==> src/common/csr_pkg.sv <==
//**************************************
// CSR address type, CSR select enum and named addresses
// only the reduced 25-register set is listed here
// vendor addresses follow the machine custom ranges
//**************************************

package csr_pkg;

   parameter int CSR_ADDR_W = 12;

   typedef logic [CSR_ADDR_W-1:0] csr_addr_t;

   typedef enum logic [4:0] {
      CSR_NONE,
      CSR_MSTATUS,
      CSR_MISA,
      CSR_MIE,
      CSR_MTVEC,
      CSR_MCOUNTINHIBIT,
      CSR_MSCRATCH,
      CSR_MEPC,
      CSR_MCAUSE,
      CSR_MTVAL,
      CSR_MIP,
      CSR_MCYCLE,
      CSR_MINSTRET,
      CSR_MCYCLEH,
      CSR_MINSTRETH,
      CSR_MVENDORID,
      CSR_MARCHID,
      CSR_MIMPID,
      CSR_MHARTID,
      CSR_DCSR,
      CSR_DPC,
      CSR_MITCNT0,
      CSR_MITB0,
      CSR_MITCTL0,
      CSR_MFDC,
      CSR_MEICPCT
   } csr_sel_e;

   //**************************************
   // standard machine csrs
   //**************************************
   parameter csr_addr_t MSTATUS_ADDR       = 12'h300;
   parameter csr_addr_t MISA_ADDR          = 12'h301;
   parameter csr_addr_t MIE_ADDR           = 12'h304;
   parameter csr_addr_t MTVEC_ADDR         = 12'h305;
   parameter csr_addr_t MCOUNTINHIBIT_ADDR = 12'h320;
   parameter csr_addr_t MSCRATCH_ADDR      = 12'h340;
   parameter csr_addr_t MEPC_ADDR          = 12'h341;
   parameter csr_addr_t MCAUSE_ADDR        = 12'h342;
   parameter csr_addr_t MTVAL_ADDR         = 12'h343;
   parameter csr_addr_t MIP_ADDR           = 12'h344;
   parameter csr_addr_t MCYCLE_ADDR        = 12'hb00;
   parameter csr_addr_t MINSTRET_ADDR      = 12'hb02;
   parameter csr_addr_t MCYCLEH_ADDR       = 12'hb80;
   parameter csr_addr_t MINSTRETH_ADDR     = 12'hb82;
   // read-only id registers
   parameter csr_addr_t MVENDORID_ADDR     = 12'hf11;
   parameter csr_addr_t MARCHID_ADDR       = 12'hf12;
   parameter csr_addr_t MIMPID_ADDR        = 12'hf13;
   parameter csr_addr_t MHARTID_ADDR       = 12'hf14;
   // debug mode only
   parameter csr_addr_t DCSR_ADDR          = 12'h7b0;
   parameter csr_addr_t DPC_ADDR           = 12'h7b1;

   //**************************************
   // vendor csrs
   //**************************************
   parameter csr_addr_t MITCNT0_ADDR       = 12'h7d2;
   parameter csr_addr_t MITB0_ADDR         = 12'h7d3;
   parameter csr_addr_t MITCTL0_ADDR       = 12'h7d4;
   parameter csr_addr_t MFDC_ADDR          = 12'h7f9;
   parameter csr_addr_t MEICPCT_ADDR       = 12'hbca;

endpackage

==> src/common/csr_dec_if.sv <==
//**************************************
// captured request and decode results
// all signals are combinational between the blocks
//**************************************

interface csr_dec_if;
   import csr_pkg::*;

   // captured request
   csr_addr_t addr;
   logic      wen;
   logic      dbg_halted;

   // decode results
   csr_sel_e  sel;
   logic      legal;
   logic      presync;
   logic      postsync;

   modport ctrl (
      output addr, output wen, output dbg_halted,
      input  sel, input legal, input presync, input postsync
   );

   modport addr_dec (input addr, output sel);

   modport check (
      input  sel, input wen, input dbg_halted,
      output legal, output presync, output postsync
   );

endinterface

==> src/csr_decode/csr_addr_decoder.sv <==
//**************************************
// full 12-bit compare against the named addresses
// any other address selects CSR_NONE
//**************************************

module csr_addr_decoder (
   csr_dec_if.addr_dec dec
);
   import csr_pkg::*;

   always_comb begin
      unique case (dec.addr)
         // trap setup and handling
         MSTATUS_ADDR:       dec.sel = CSR_MSTATUS;
         MISA_ADDR:          dec.sel = CSR_MISA;
         MIE_ADDR:           dec.sel = CSR_MIE;
         MTVEC_ADDR:         dec.sel = CSR_MTVEC;
         MCOUNTINHIBIT_ADDR: dec.sel = CSR_MCOUNTINHIBIT;
         MSCRATCH_ADDR:      dec.sel = CSR_MSCRATCH;
         MEPC_ADDR:          dec.sel = CSR_MEPC;
         MCAUSE_ADDR:        dec.sel = CSR_MCAUSE;
         MTVAL_ADDR:         dec.sel = CSR_MTVAL;
         MIP_ADDR:           dec.sel = CSR_MIP;

         // counters
         MCYCLE_ADDR:        dec.sel = CSR_MCYCLE;
         MINSTRET_ADDR:      dec.sel = CSR_MINSTRET;
         MCYCLEH_ADDR:       dec.sel = CSR_MCYCLEH;
         MINSTRETH_ADDR:     dec.sel = CSR_MINSTRETH;

         // machine information
         MVENDORID_ADDR:     dec.sel = CSR_MVENDORID;
         MARCHID_ADDR:       dec.sel = CSR_MARCHID;
         MIMPID_ADDR:        dec.sel = CSR_MIMPID;
         MHARTID_ADDR:       dec.sel = CSR_MHARTID;

         // debug
         DCSR_ADDR:          dec.sel = CSR_DCSR;
         DPC_ADDR:           dec.sel = CSR_DPC;

         // internal timer 0
         MITCNT0_ADDR:       dec.sel = CSR_MITCNT0;
         MITB0_ADDR:         dec.sel = CSR_MITB0;
         MITCTL0_ADDR:       dec.sel = CSR_MITCTL0;

         // feature disable and pic claim
         MFDC_ADDR:          dec.sel = CSR_MFDC;
         MEICPCT_ADDR:       dec.sel = CSR_MEICPCT;

         default:            dec.sel = CSR_NONE;
      endcase
   end

endmodule

==> src/csr_decode/csr_access_check.sv <==
//**************************************
// legality and sync attributes of a decoded access
// sync attributes ignore legality
//**************************************

module csr_access_check #(
   parameter bit TIMER_LEGAL_EN    = 1'b1,
   parameter bit FAST_INT_REDIRECT = 1'b0
) (
   csr_dec_if.check dec
);
   import csr_pkg::*;

   logic is_valid;
   logic is_id_reg;
   logic is_debug;
   logic is_timer;
   logic is_claim;
   logic presync_class;
   logic postsync_class;
   logic cfg_illegal;

   //**************************************
   // register classes
   //**************************************
   assign is_valid  = (dec.sel != CSR_NONE);
   assign is_id_reg = dec.sel inside {CSR_MVENDORID, CSR_MARCHID, CSR_MIMPID, CSR_MHARTID};
   assign is_debug  = dec.sel inside {CSR_DCSR, CSR_DPC};
   assign is_timer  = dec.sel inside {CSR_MITCNT0, CSR_MITB0, CSR_MITCTL0};
   assign is_claim  = (dec.sel == CSR_MEICPCT);

   // counter reads must see all older instructions retired
   assign presync_class = dec.sel inside {
      CSR_MFDC, CSR_MCOUNTINHIBIT, CSR_MCYCLE, CSR_MINSTRET, CSR_MCYCLEH, CSR_MINSTRETH
   };

   // writes here change fetch or trap state for younger instructions
   assign postsync_class = dec.sel inside {
      CSR_MSTATUS, CSR_MTVEC, CSR_MEPC, CSR_MFDC, CSR_DPC
   };

   // configuration gating
   assign cfg_illegal = (is_timer & ~TIMER_LEGAL_EN) |
                        (is_claim & FAST_INT_REDIRECT);

   //**************************************
   // results
   //**************************************
   assign dec.legal = is_valid &
                      ~(dec.wen & is_id_reg) &
                      (~is_debug | dec.dbg_halted) &
                      ~cfg_illegal;

   assign dec.presync  = presync_class & ~dec.wen;
   assign dec.postsync = postsync_class;

endmodule

==> src/logic/csr_req_ctrl.sv <==
//**************************************
// four-phase req/ack control, one request in flight
// inputs must be stable while req is high
// ack rises two edges after req is first sampled high
//**************************************

module csr_req_ctrl (
   input  logic                 clk,
   input  logic                 rst_n,
   input  logic                 req,
   input  csr_pkg::csr_addr_t   addr,
   input  logic                 wen,
   input  logic                 dbg_halted,
   output logic                 ack,
   output csr_pkg::csr_sel_e    sel,
   output logic                 legal,
   output logic                 presync,
   output logic                 postsync,
   csr_dec_if.ctrl              dec
);
   import csr_pkg::*;

   typedef enum logic [1:0] {
      ST_IDLE,
      ST_DECODE,
      ST_ACK
   } ctrl_state_e;

   ctrl_state_e state;
   ctrl_state_e state_nxt;

   csr_addr_t   req_addr_q;
   logic        req_wen_q;
   logic        req_halted_q;

   always_comb begin
      state_nxt = state;
      case (state)
         ST_IDLE:   if (req) state_nxt = ST_DECODE;
         ST_DECODE: state_nxt = ST_ACK;
         ST_ACK:    if (!req) state_nxt = ST_IDLE;
         default:   state_nxt = ST_IDLE;
      endcase
   end

   always_ff @(posedge clk or negedge rst_n) begin
      if (!rst_n) begin
         state <= ST_IDLE;
      end else begin
         state <= state_nxt;
      end
   end

   // request capture
   always_ff @(posedge clk) begin
      if (state == ST_IDLE && req) begin
         req_addr_q   <= addr;
         req_wen_q    <= wen;
         req_halted_q <= dbg_halted;
      end
   end

   assign dec.addr       = req_addr_q;
   assign dec.wen        = req_wen_q;
   assign dec.dbg_halted = req_halted_q;

   //**************************************
   // result registers, held until the next decode
   //**************************************
   always_ff @(posedge clk or negedge rst_n) begin
      if (!rst_n) begin
         sel      <= CSR_NONE;
         legal    <= 1'b0;
         presync  <= 1'b0;
         postsync <= 1'b0;
      end else if (state == ST_DECODE) begin
         sel      <= dec.sel;
         legal    <= dec.legal;
         presync  <= dec.presync;
         postsync <= dec.postsync;
      end
   end

   assign ack = (state == ST_ACK);

endmodule

==> src/logic/csr_decode_top.sv <==
//**************************************
// registered csr access decoder
// four-phase req/ack, results valid while ack is high
// timer group legal only with TIMER_LEGAL_EN
//**************************************

module csr_decode_top #(
   parameter bit TIMER_LEGAL_EN    = 1'b1,
   parameter bit FAST_INT_REDIRECT = 1'b0
) (
   input  logic                 clk,
   input  logic                 rst_n,

   // requester side
   input  logic                 req,
   input  csr_pkg::csr_addr_t   addr,
   input  logic                 wen,
   input  logic                 dbg_halted,

   // results
   output logic                 ack,
   output csr_pkg::csr_sel_e    sel,
   output logic                 legal,
   output logic                 presync,
   output logic                 postsync
);

   csr_dec_if u_dec_if ();

   csr_req_ctrl u_ctrl (
      .clk        (clk),
      .rst_n      (rst_n),
      .req        (req),
      .addr       (addr),
      .wen        (wen),
      .dbg_halted (dbg_halted),
      .ack        (ack),
      .sel        (sel),
      .legal      (legal),
      .presync    (presync),
      .postsync   (postsync),
      .dec        (u_dec_if)
   );

   // combinational datapath on the captured request
   csr_addr_decoder u_addr_decoder (
      .dec (u_dec_if)
   );

   csr_access_check #(
      .TIMER_LEGAL_EN    (TIMER_LEGAL_EN),
      .FAST_INT_REDIRECT (FAST_INT_REDIRECT)
   ) u_access_check (
      .dec (u_dec_if)
   );

endmodule

==> config.mk <==
export PLATFORM = sky130hd
export DESIGN_NAME = csr_decode_top
export DESIGN_NICKNAME = d
export VERILOG_FILES = /design/src/common/csr_pkg.sv /design/src/common/csr_dec_if.sv /design/src/csr_decode/csr_addr_decoder.sv /design/src/csr_decode/csr_access_check.sv /design/src/logic/csr_req_ctrl.sv /design/src/logic/csr_decode_top.sv
export SDC_FILE = /design/constraint.sdc
export NUM_CORES = 1
export LEC_CHECK = 0
export ABC_AREA = 1
export BUFFER_PORTS_ARGS = -buffer_cell sky130_fd_sc_hd__clkbuf_2
export CAP_MARGIN = 20
export CORE_UTILIZATION = 35
export DETAILED_ROUTE_END_ITERATION = 6
export GPL_ROUTABILITY_DRIVEN = 1
export PLACE_DENSITY = 0.52
export REMOVE_ABC_BUFFERS = 1
export SYNTH_ARGS = -nofsm -noshare
export SYNTH_HDL_FRONTEND = slang
export SYNTH_SLANG_ARGS = --single-unit
==> constraint.sdc <==
create_clock -name clk -period 1.8 [get_ports clk]
set_input_delay 0.36 -clock clk [delete_from_list [all_inputs] [get_ports clk]]
set_output_delay 0.36 -clock clk [all_outputs]
set_load 0.005 [all_outputs]
### Word level (Yosys, flattened, before mapping)

Cells that the tools add are included.

| word-level totals | value |
|---|---|
| output and inout port bits | 9 |
| flip-flop bits (word level) | 24 |

| operators by class | value |
|---|---|
| bitwise gates (word level) | 8 |
| multiplexer cells | 4 |
| eq/ne operators | 44 |
| reductions and logical operators | 8 |

Operators with widths:

| kind | number |
|---|---|
| 5-bit one-hot mux with 25 select lines | 1 |
| 12-bit by 10-bit equality test with 1-bit output, second input constant | 10 |
| 12-bit equality test, second input constant | 9 |
| 12-bit by 11-bit equality test with 1-bit output, second input constant | 6 |
| 5-bit equality test, second input constant | 6 |
| 5-bit by 4-bit equality test with 1-bit output, second input constant | 5 |
| 5-bit by 3-bit equality test with 1-bit output, second input constant | 3 |
| 5-bit nonzero test | 2 |
| 2-bit one-hot mux with 3 select lines | 1 |
| 6-bit nonzero test | 1 |
| 5-bit by 1-bit equality test with 1-bit output, second input constant | 1 |
| 1-bit AND | 4 |
| 2-bit two-way mux | 2 |
| 2-bit != test, second input constant | 2 |
| 4-bit nonzero test | 1 |
| 1-bit inverter | 3 |
| 2-bit by 1-bit equality test with 1-bit output, second input constant | 1 |
| 2-bit equality test, second input constant | 1 |
| 2-bit zero test | 1 |
| 2-bit AND reduction | 1 |
| 2-bit nonzero test | 1 |
| 1-bit logical AND | 1 |
| 1-bit OR | 1 |

### Longest topological paths before layout

| depth | value |
|---|---|
| word-level depth | 8 |
| depth in mapped cells | 15 |
| depth with buffers taken out | 14 |

### By module

From an unflattened synthesis, not the netlist that was laid out.

| unflattened totals | value |
|---|---|
| cell total of the unflattened synthesis | 220 |
| area total of the unflattened synthesis | 1580.3 µm² |

Modules (own cells, without submodules):

| module | area an instance (µm²) | cells an instance | instances |
|---|---|---|---|
| csr_req_ctrl | 823.3 | 57 | 1 |
| csr_addr_decoder | 565.5 | 121 | 1 |
| csr_access_check | 191.4 | 42 | 1 |

### Worst setup path after synthesis

Ideal clock, no wire load.

| timing path | value |
|---|---|
| path type | reg2reg |
| start point | reg u_ctrl.state[0] |
| end point | reg u_ctrl.req_addr_q[0], in the netlist u_ctrl.dec.addr[0], enable pin |
| data arrival time | 1496 ps |
| clock period less this slack | 1902 ps |
| path slack | -102 ps |
| cell stages (with the launch flop) | 2 |
| required time | 1394 ps |
| path buffers | 0 |
| path through | dfrtp_1 nor3b_1 |

| between the ends | value |
|---|---|
| longest elaborated chain between the ends | 2 |

RTL lines:

| what | RTL line | source |
|---|---|---|
| start: declaration | csr_req_ctrl.sv:29 | `ctrl_state_e state;` |
| start signal: assignment | csr_req_ctrl.sv:50 | `state <= state_nxt;` |
| 2-bit zero test | csr_req_ctrl.sv:56 | `if (state == ST_IDLE && req) begin` |
| 1-bit logical AND | csr_req_ctrl.sv:56 |  |
| end signal: assignment | csr_req_ctrl.sv:57 | `req_addr_q <= addr;` |
| end: declaration | csr_req_ctrl.sv:32 | `csr_addr_t req_addr_q;` |

No other way between the ends.
A chain may end at the register's enable or synchronous reset.

### Final worst setup path

| timing path | value |
|---|---|
| start point | reg u_ctrl.req_addr_q[1], in the netlist u_ctrl.dec.addr[1] |
| end point | reg u_ctrl.presync |

| between the ends | value |
|---|---|
| longest elaborated chain between the ends | 5 |

RTL lines:

| what | RTL line | source |
|---|---|---|
| 12-bit equality test, or another cell as far along | csr_addr_decoder.sv:12 | `unique case (dec.addr)` |
| 5-bit one-hot mux with 25 select lines * | csr_addr_decoder.sv:12 |  |
| 5-bit equality test, or another cell as far along | csr_access_check.sv:33 | `assign presync_class = dec.sel inside {` |
| 6-bit nonzero test * | csr_access_check.sv:33 |  |
| 1-bit AND * | csr_access_check.sv:54 | `assign dec.presync = presync_class & ~dec.wen;` |
| end signal: assignment | csr_req_ctrl.sv:79 | `presync <= dec.presync;` |
| end: declaration | csr_req_ctrl.sv:17 | `output logic presync,` |

Every way passes the cells marked *; elsewhere a longest branch is shown, timed or not.

==> results.yml <==
status:
  status: "finished, violations left"
  failed_checks: "negative setup slack"
setup_path:
  cp.required_ns: 1.97
  worstReg2RegEnd: "u_ctrl.presync"
  reg2regPathDepth: 14
  rrSetupSlack_ns: -0.04
  worstSetupEndpointType: "register"
  crit_type: "reg2reg"
  critical_path_data_arrival_time_ns: 2.02
  crit_fanout: 8
  regToRegStartpoint: "u_ctrl.dec.addr[1]"
  type_of_origin_of_the_critical_path: "register"
timing:
  tightestPinTransition_ns: 0.2915
  fin_crit_sh_pct: 102.3
  slew_violations: 0
  setup_viol_count_final: 2
  relSlewSlack_pct: 80.52
  finalClockSkew_ns: 0.001687
  fin_worst_hold_slack_ns: 0.2524
  fmaxAchievable_mhz: 543.2
  final_hold_viol_count: 0
  grt_setup_unrepaired: "yes"
  timing.setup.tns_ns: -0.07306
  post-route-worst-setup-slack_ns: -0.04096
  final_period_minus_worst_setup_slack_ns: 1.841
worst_hold_path:
  min_delay_path_depth: 1
  hold_path_end: "u_ctrl.dec.addr[9]"
  worst_hold_startpoint: "addr[9]"
  timing.hold.worst.class: "in2reg"
clock_tree:
  tritoncts_num_sinks: 24
  cts-buffers-inserted: 3
  ctsHtreeMaxLevel: 1
  tritoncts: "built"
  ctsLongestPathBuffers: 2
  worst_setup_hold_path_clk_slew_ns: 0.09
  clockRootBuffer: "clkbuf_8"
  clkLatencyLatePin_ns: 0.27
yosys:
  synth_cells: 249
  synth_area_um2: 1787
  synth.ff_latch_count: 24
  synth.avg_cell_area_um2: 7.176
  synth-warning-count: 0
  ys_seq_area_share_pct: 37.54
  ys_types: 24
global_route:
  track_usage_pct: 17.69
  vias_in_the_first_global_route: 1624
  pin_count_of_the_biggest_net_entering_global_routing: 15
  antenna_found_initial: 0
  global_route_wire_length_before_repair_mm: 7.231
  globalRoute.totalOverflow: 0
finish:
  final_core_utilization_pct: 49.48
  nFillCells: 484
  final_common_cell: "nand2_1"
  commonest_non_fill_non_tap_cells_in_the_layout: "nand2_1 (61), nor2_1 (46), nand3_1 (28)"
  syn_to_final_growth_pct: 33.40
  proportion_of_layout_cells_with_a_drive_suffix_above_1_pct: 39.41
  antenna-diode-count: 0
  final_cell_count_no_fill: 374
  fin_nets: 325
placement:
  place_inst: 360
  finalWeightedCongestion: 0.9066
  dpl_worst_slack_ns: -0.02625
  detailedPlacementHpwl_mm: 3.320
  place.port_buffers: 25
job:
  max-cap-violations: 0
floorplanning:
  start_util_pct: 37.09
  dieHeight_um: 73.45
  area_of_the_die_um2: 5395
  chipWidth_um: 73.45
  core_um2: 4817
  floorplan.rows: 25
  ioPinCount: 26
route:
  drcViolationCount: 0
  route.final.wire_length_mm: 4.513
  ant_nets: 0
  route.detailed.wl_per_inst_um: 12.07
  routed_via_density: 4.762
  route.vias.total: 1781
  iteration_0_drc_markers: 103
  drt-pass1-iter-count: 4
pwr:
  reported_leakage_power_nw: 1.208
  power_density_nw_per_um2: 795.5
  worst_ir_drop_vdd_mv: 0.4426
## flip-flops by register name (all words and copies together) (netlist names)
register / cells
u_ctrl.dec.wen: 1
u_ctrl.dec.dbg_halted: 1
u_ctrl.presync: 1
u_ctrl.postsync: 1
u_ctrl.state: 2
u_ctrl.sel: 5
u_ctrl.dec.addr: 12
u_ctrl.legal: 1
## synthesized netlist by cell type
| cell type | n | area (µm²) |
|---|---|---|
| nor2_4 | 7 | 78.83 |
| dfrtp_1 | 10 | 250.2 |
| nand3_2 | 8 | 80.08 |
| nand4_1 | 2 | 12.51 |
| nand3b_1 | 1 | 7.510 |
| nand2_4 | 3 | 33.78 |
| inv_2 | 10 | 37.54 |
| nor3b_1 | 2 | 15.01 |
| nor3_1 | 2 | 10.01 |
| nor2_8 | 1 | 20.02 |
| edfxtp_1 | 14 | 420.4 |
| nor2_2 | 7 | 43.79 |
| nor2_1 | 54 | 202.7 |
| and2_1 | 1 | 6.260 |
| nand2_2 | 7 | 43.79 |
| clkbuf_1 | 1 | 3.750 |
| nand3_4 | 1 | 17.52 |
| buf_6 | 1 | 11.26 |
| a21oi_1 | 2 | 10.01 |
| o21ai_0 | 2 | 10.01 |
| nand3_1 | 32 | 160.2 |
| inv_1 | 15 | 56.30 |
| nand2_1 | 64 | 240.2 |
| o211ai_1 | 2 | 15.01 |
## worst max path at each step
stage	start	slack [ns]	end
finish	u_ctrl.dec.addr[1]	-0.04	u_ctrl.presync
floorplan	u_ctrl.state[0]	-0.10	u_ctrl.dec.addr[0]
global placement	u_ctrl.dec.addr[1]	-0.05	u_ctrl.legal
detailed placement	u_ctrl.dec.addr[6]	-0.03	u_ctrl.legal
CTS	u_ctrl.dec.addr[1]	-0.004	u_ctrl.legal
global route	u_ctrl.dec.addr[6]	-0.19	u_ctrl.legal
## power by group
group	switching (mW)	internal [mW]	total (mW)	leakage (nW)
registers	0.0853	0.725	0.810	0.263
clock network	0.187	0.159	0.346	0.0228
logic	0.451	0.289	0.740	0.922
total	0.723	1.17	1.90	1.21
## logic make-up after synthesis
group / share of synthesized area, %
AO/OA/AOI/OAI: 1.961
flip-flops: 37.53
AND/OR/NAND/NOR: 54.41
buffers and inverters: 6.092
## repair_timing
| action | CTS | global route |
|---|---|---|
| endpoints found under the hold margin | 10 | 0 |
| endpoints found under the setup margin | 2 | 4 |
| cloned | 0 | 1 |
| pin swaps | 9 | 10 |
| gates resized for setup | 6 | 22 |
| buffers inserted | 3 | 5 |
| hold buffers | 1 | 0 |
## critical path, stage by stage (launching register included)
cell and delay (ns):
edfxtp_1 0.44, inv_2 0.13, nand2_4 0.09, nor2_4 0.25, nand3_2 0.14, nand2_1 0.09, nor2_1 0.06, nand3_2 0.12
nand2_2 0.09, inv_2 0.07, nand2_1 0.05, nand3_1 0.07, nand2_1 0.06, nand2_1 0.06, nand2_1 0.05
## stage by stage
| stage | total power [mW] | area, µm² |
|---|---|---|
| floorplan | 1.208 | 1772 |
| global placement | 1.477 | 2156 |
| detailed placement | 1.474 | 2156 |
| CTS | 1.838 | 2251 |
| global route | 2.021 | 2384 |
| finish | 1.896 | 2384 |
## routing by layer
layer / global-route usage (%) / wire length (µm) / vias up
li1: - / - / 917
met1: 24.53 / 2190 / 805
met2: 28.03 / 2105 / 54
met3: 2.332 / 167 / 5
met4: 6.624 / 50 / 0
met5: 0 / 0 / -
## layout make-up
type / instances / area [µm²] / share of cell area [%]
multi-input combinational: 199 / 1109 / 46.51
sequential: 24 / 670.6 / 28.14
timing repair buffer: 55 / 381.6 / 16.01
inverter: 25 / 93.84 / 3.937
tap: 67 / 83.83 / 3.517
clock buffer: 4 / 45.04 / 1.890
Note: power is estimated with default switching activity, not from simulation.
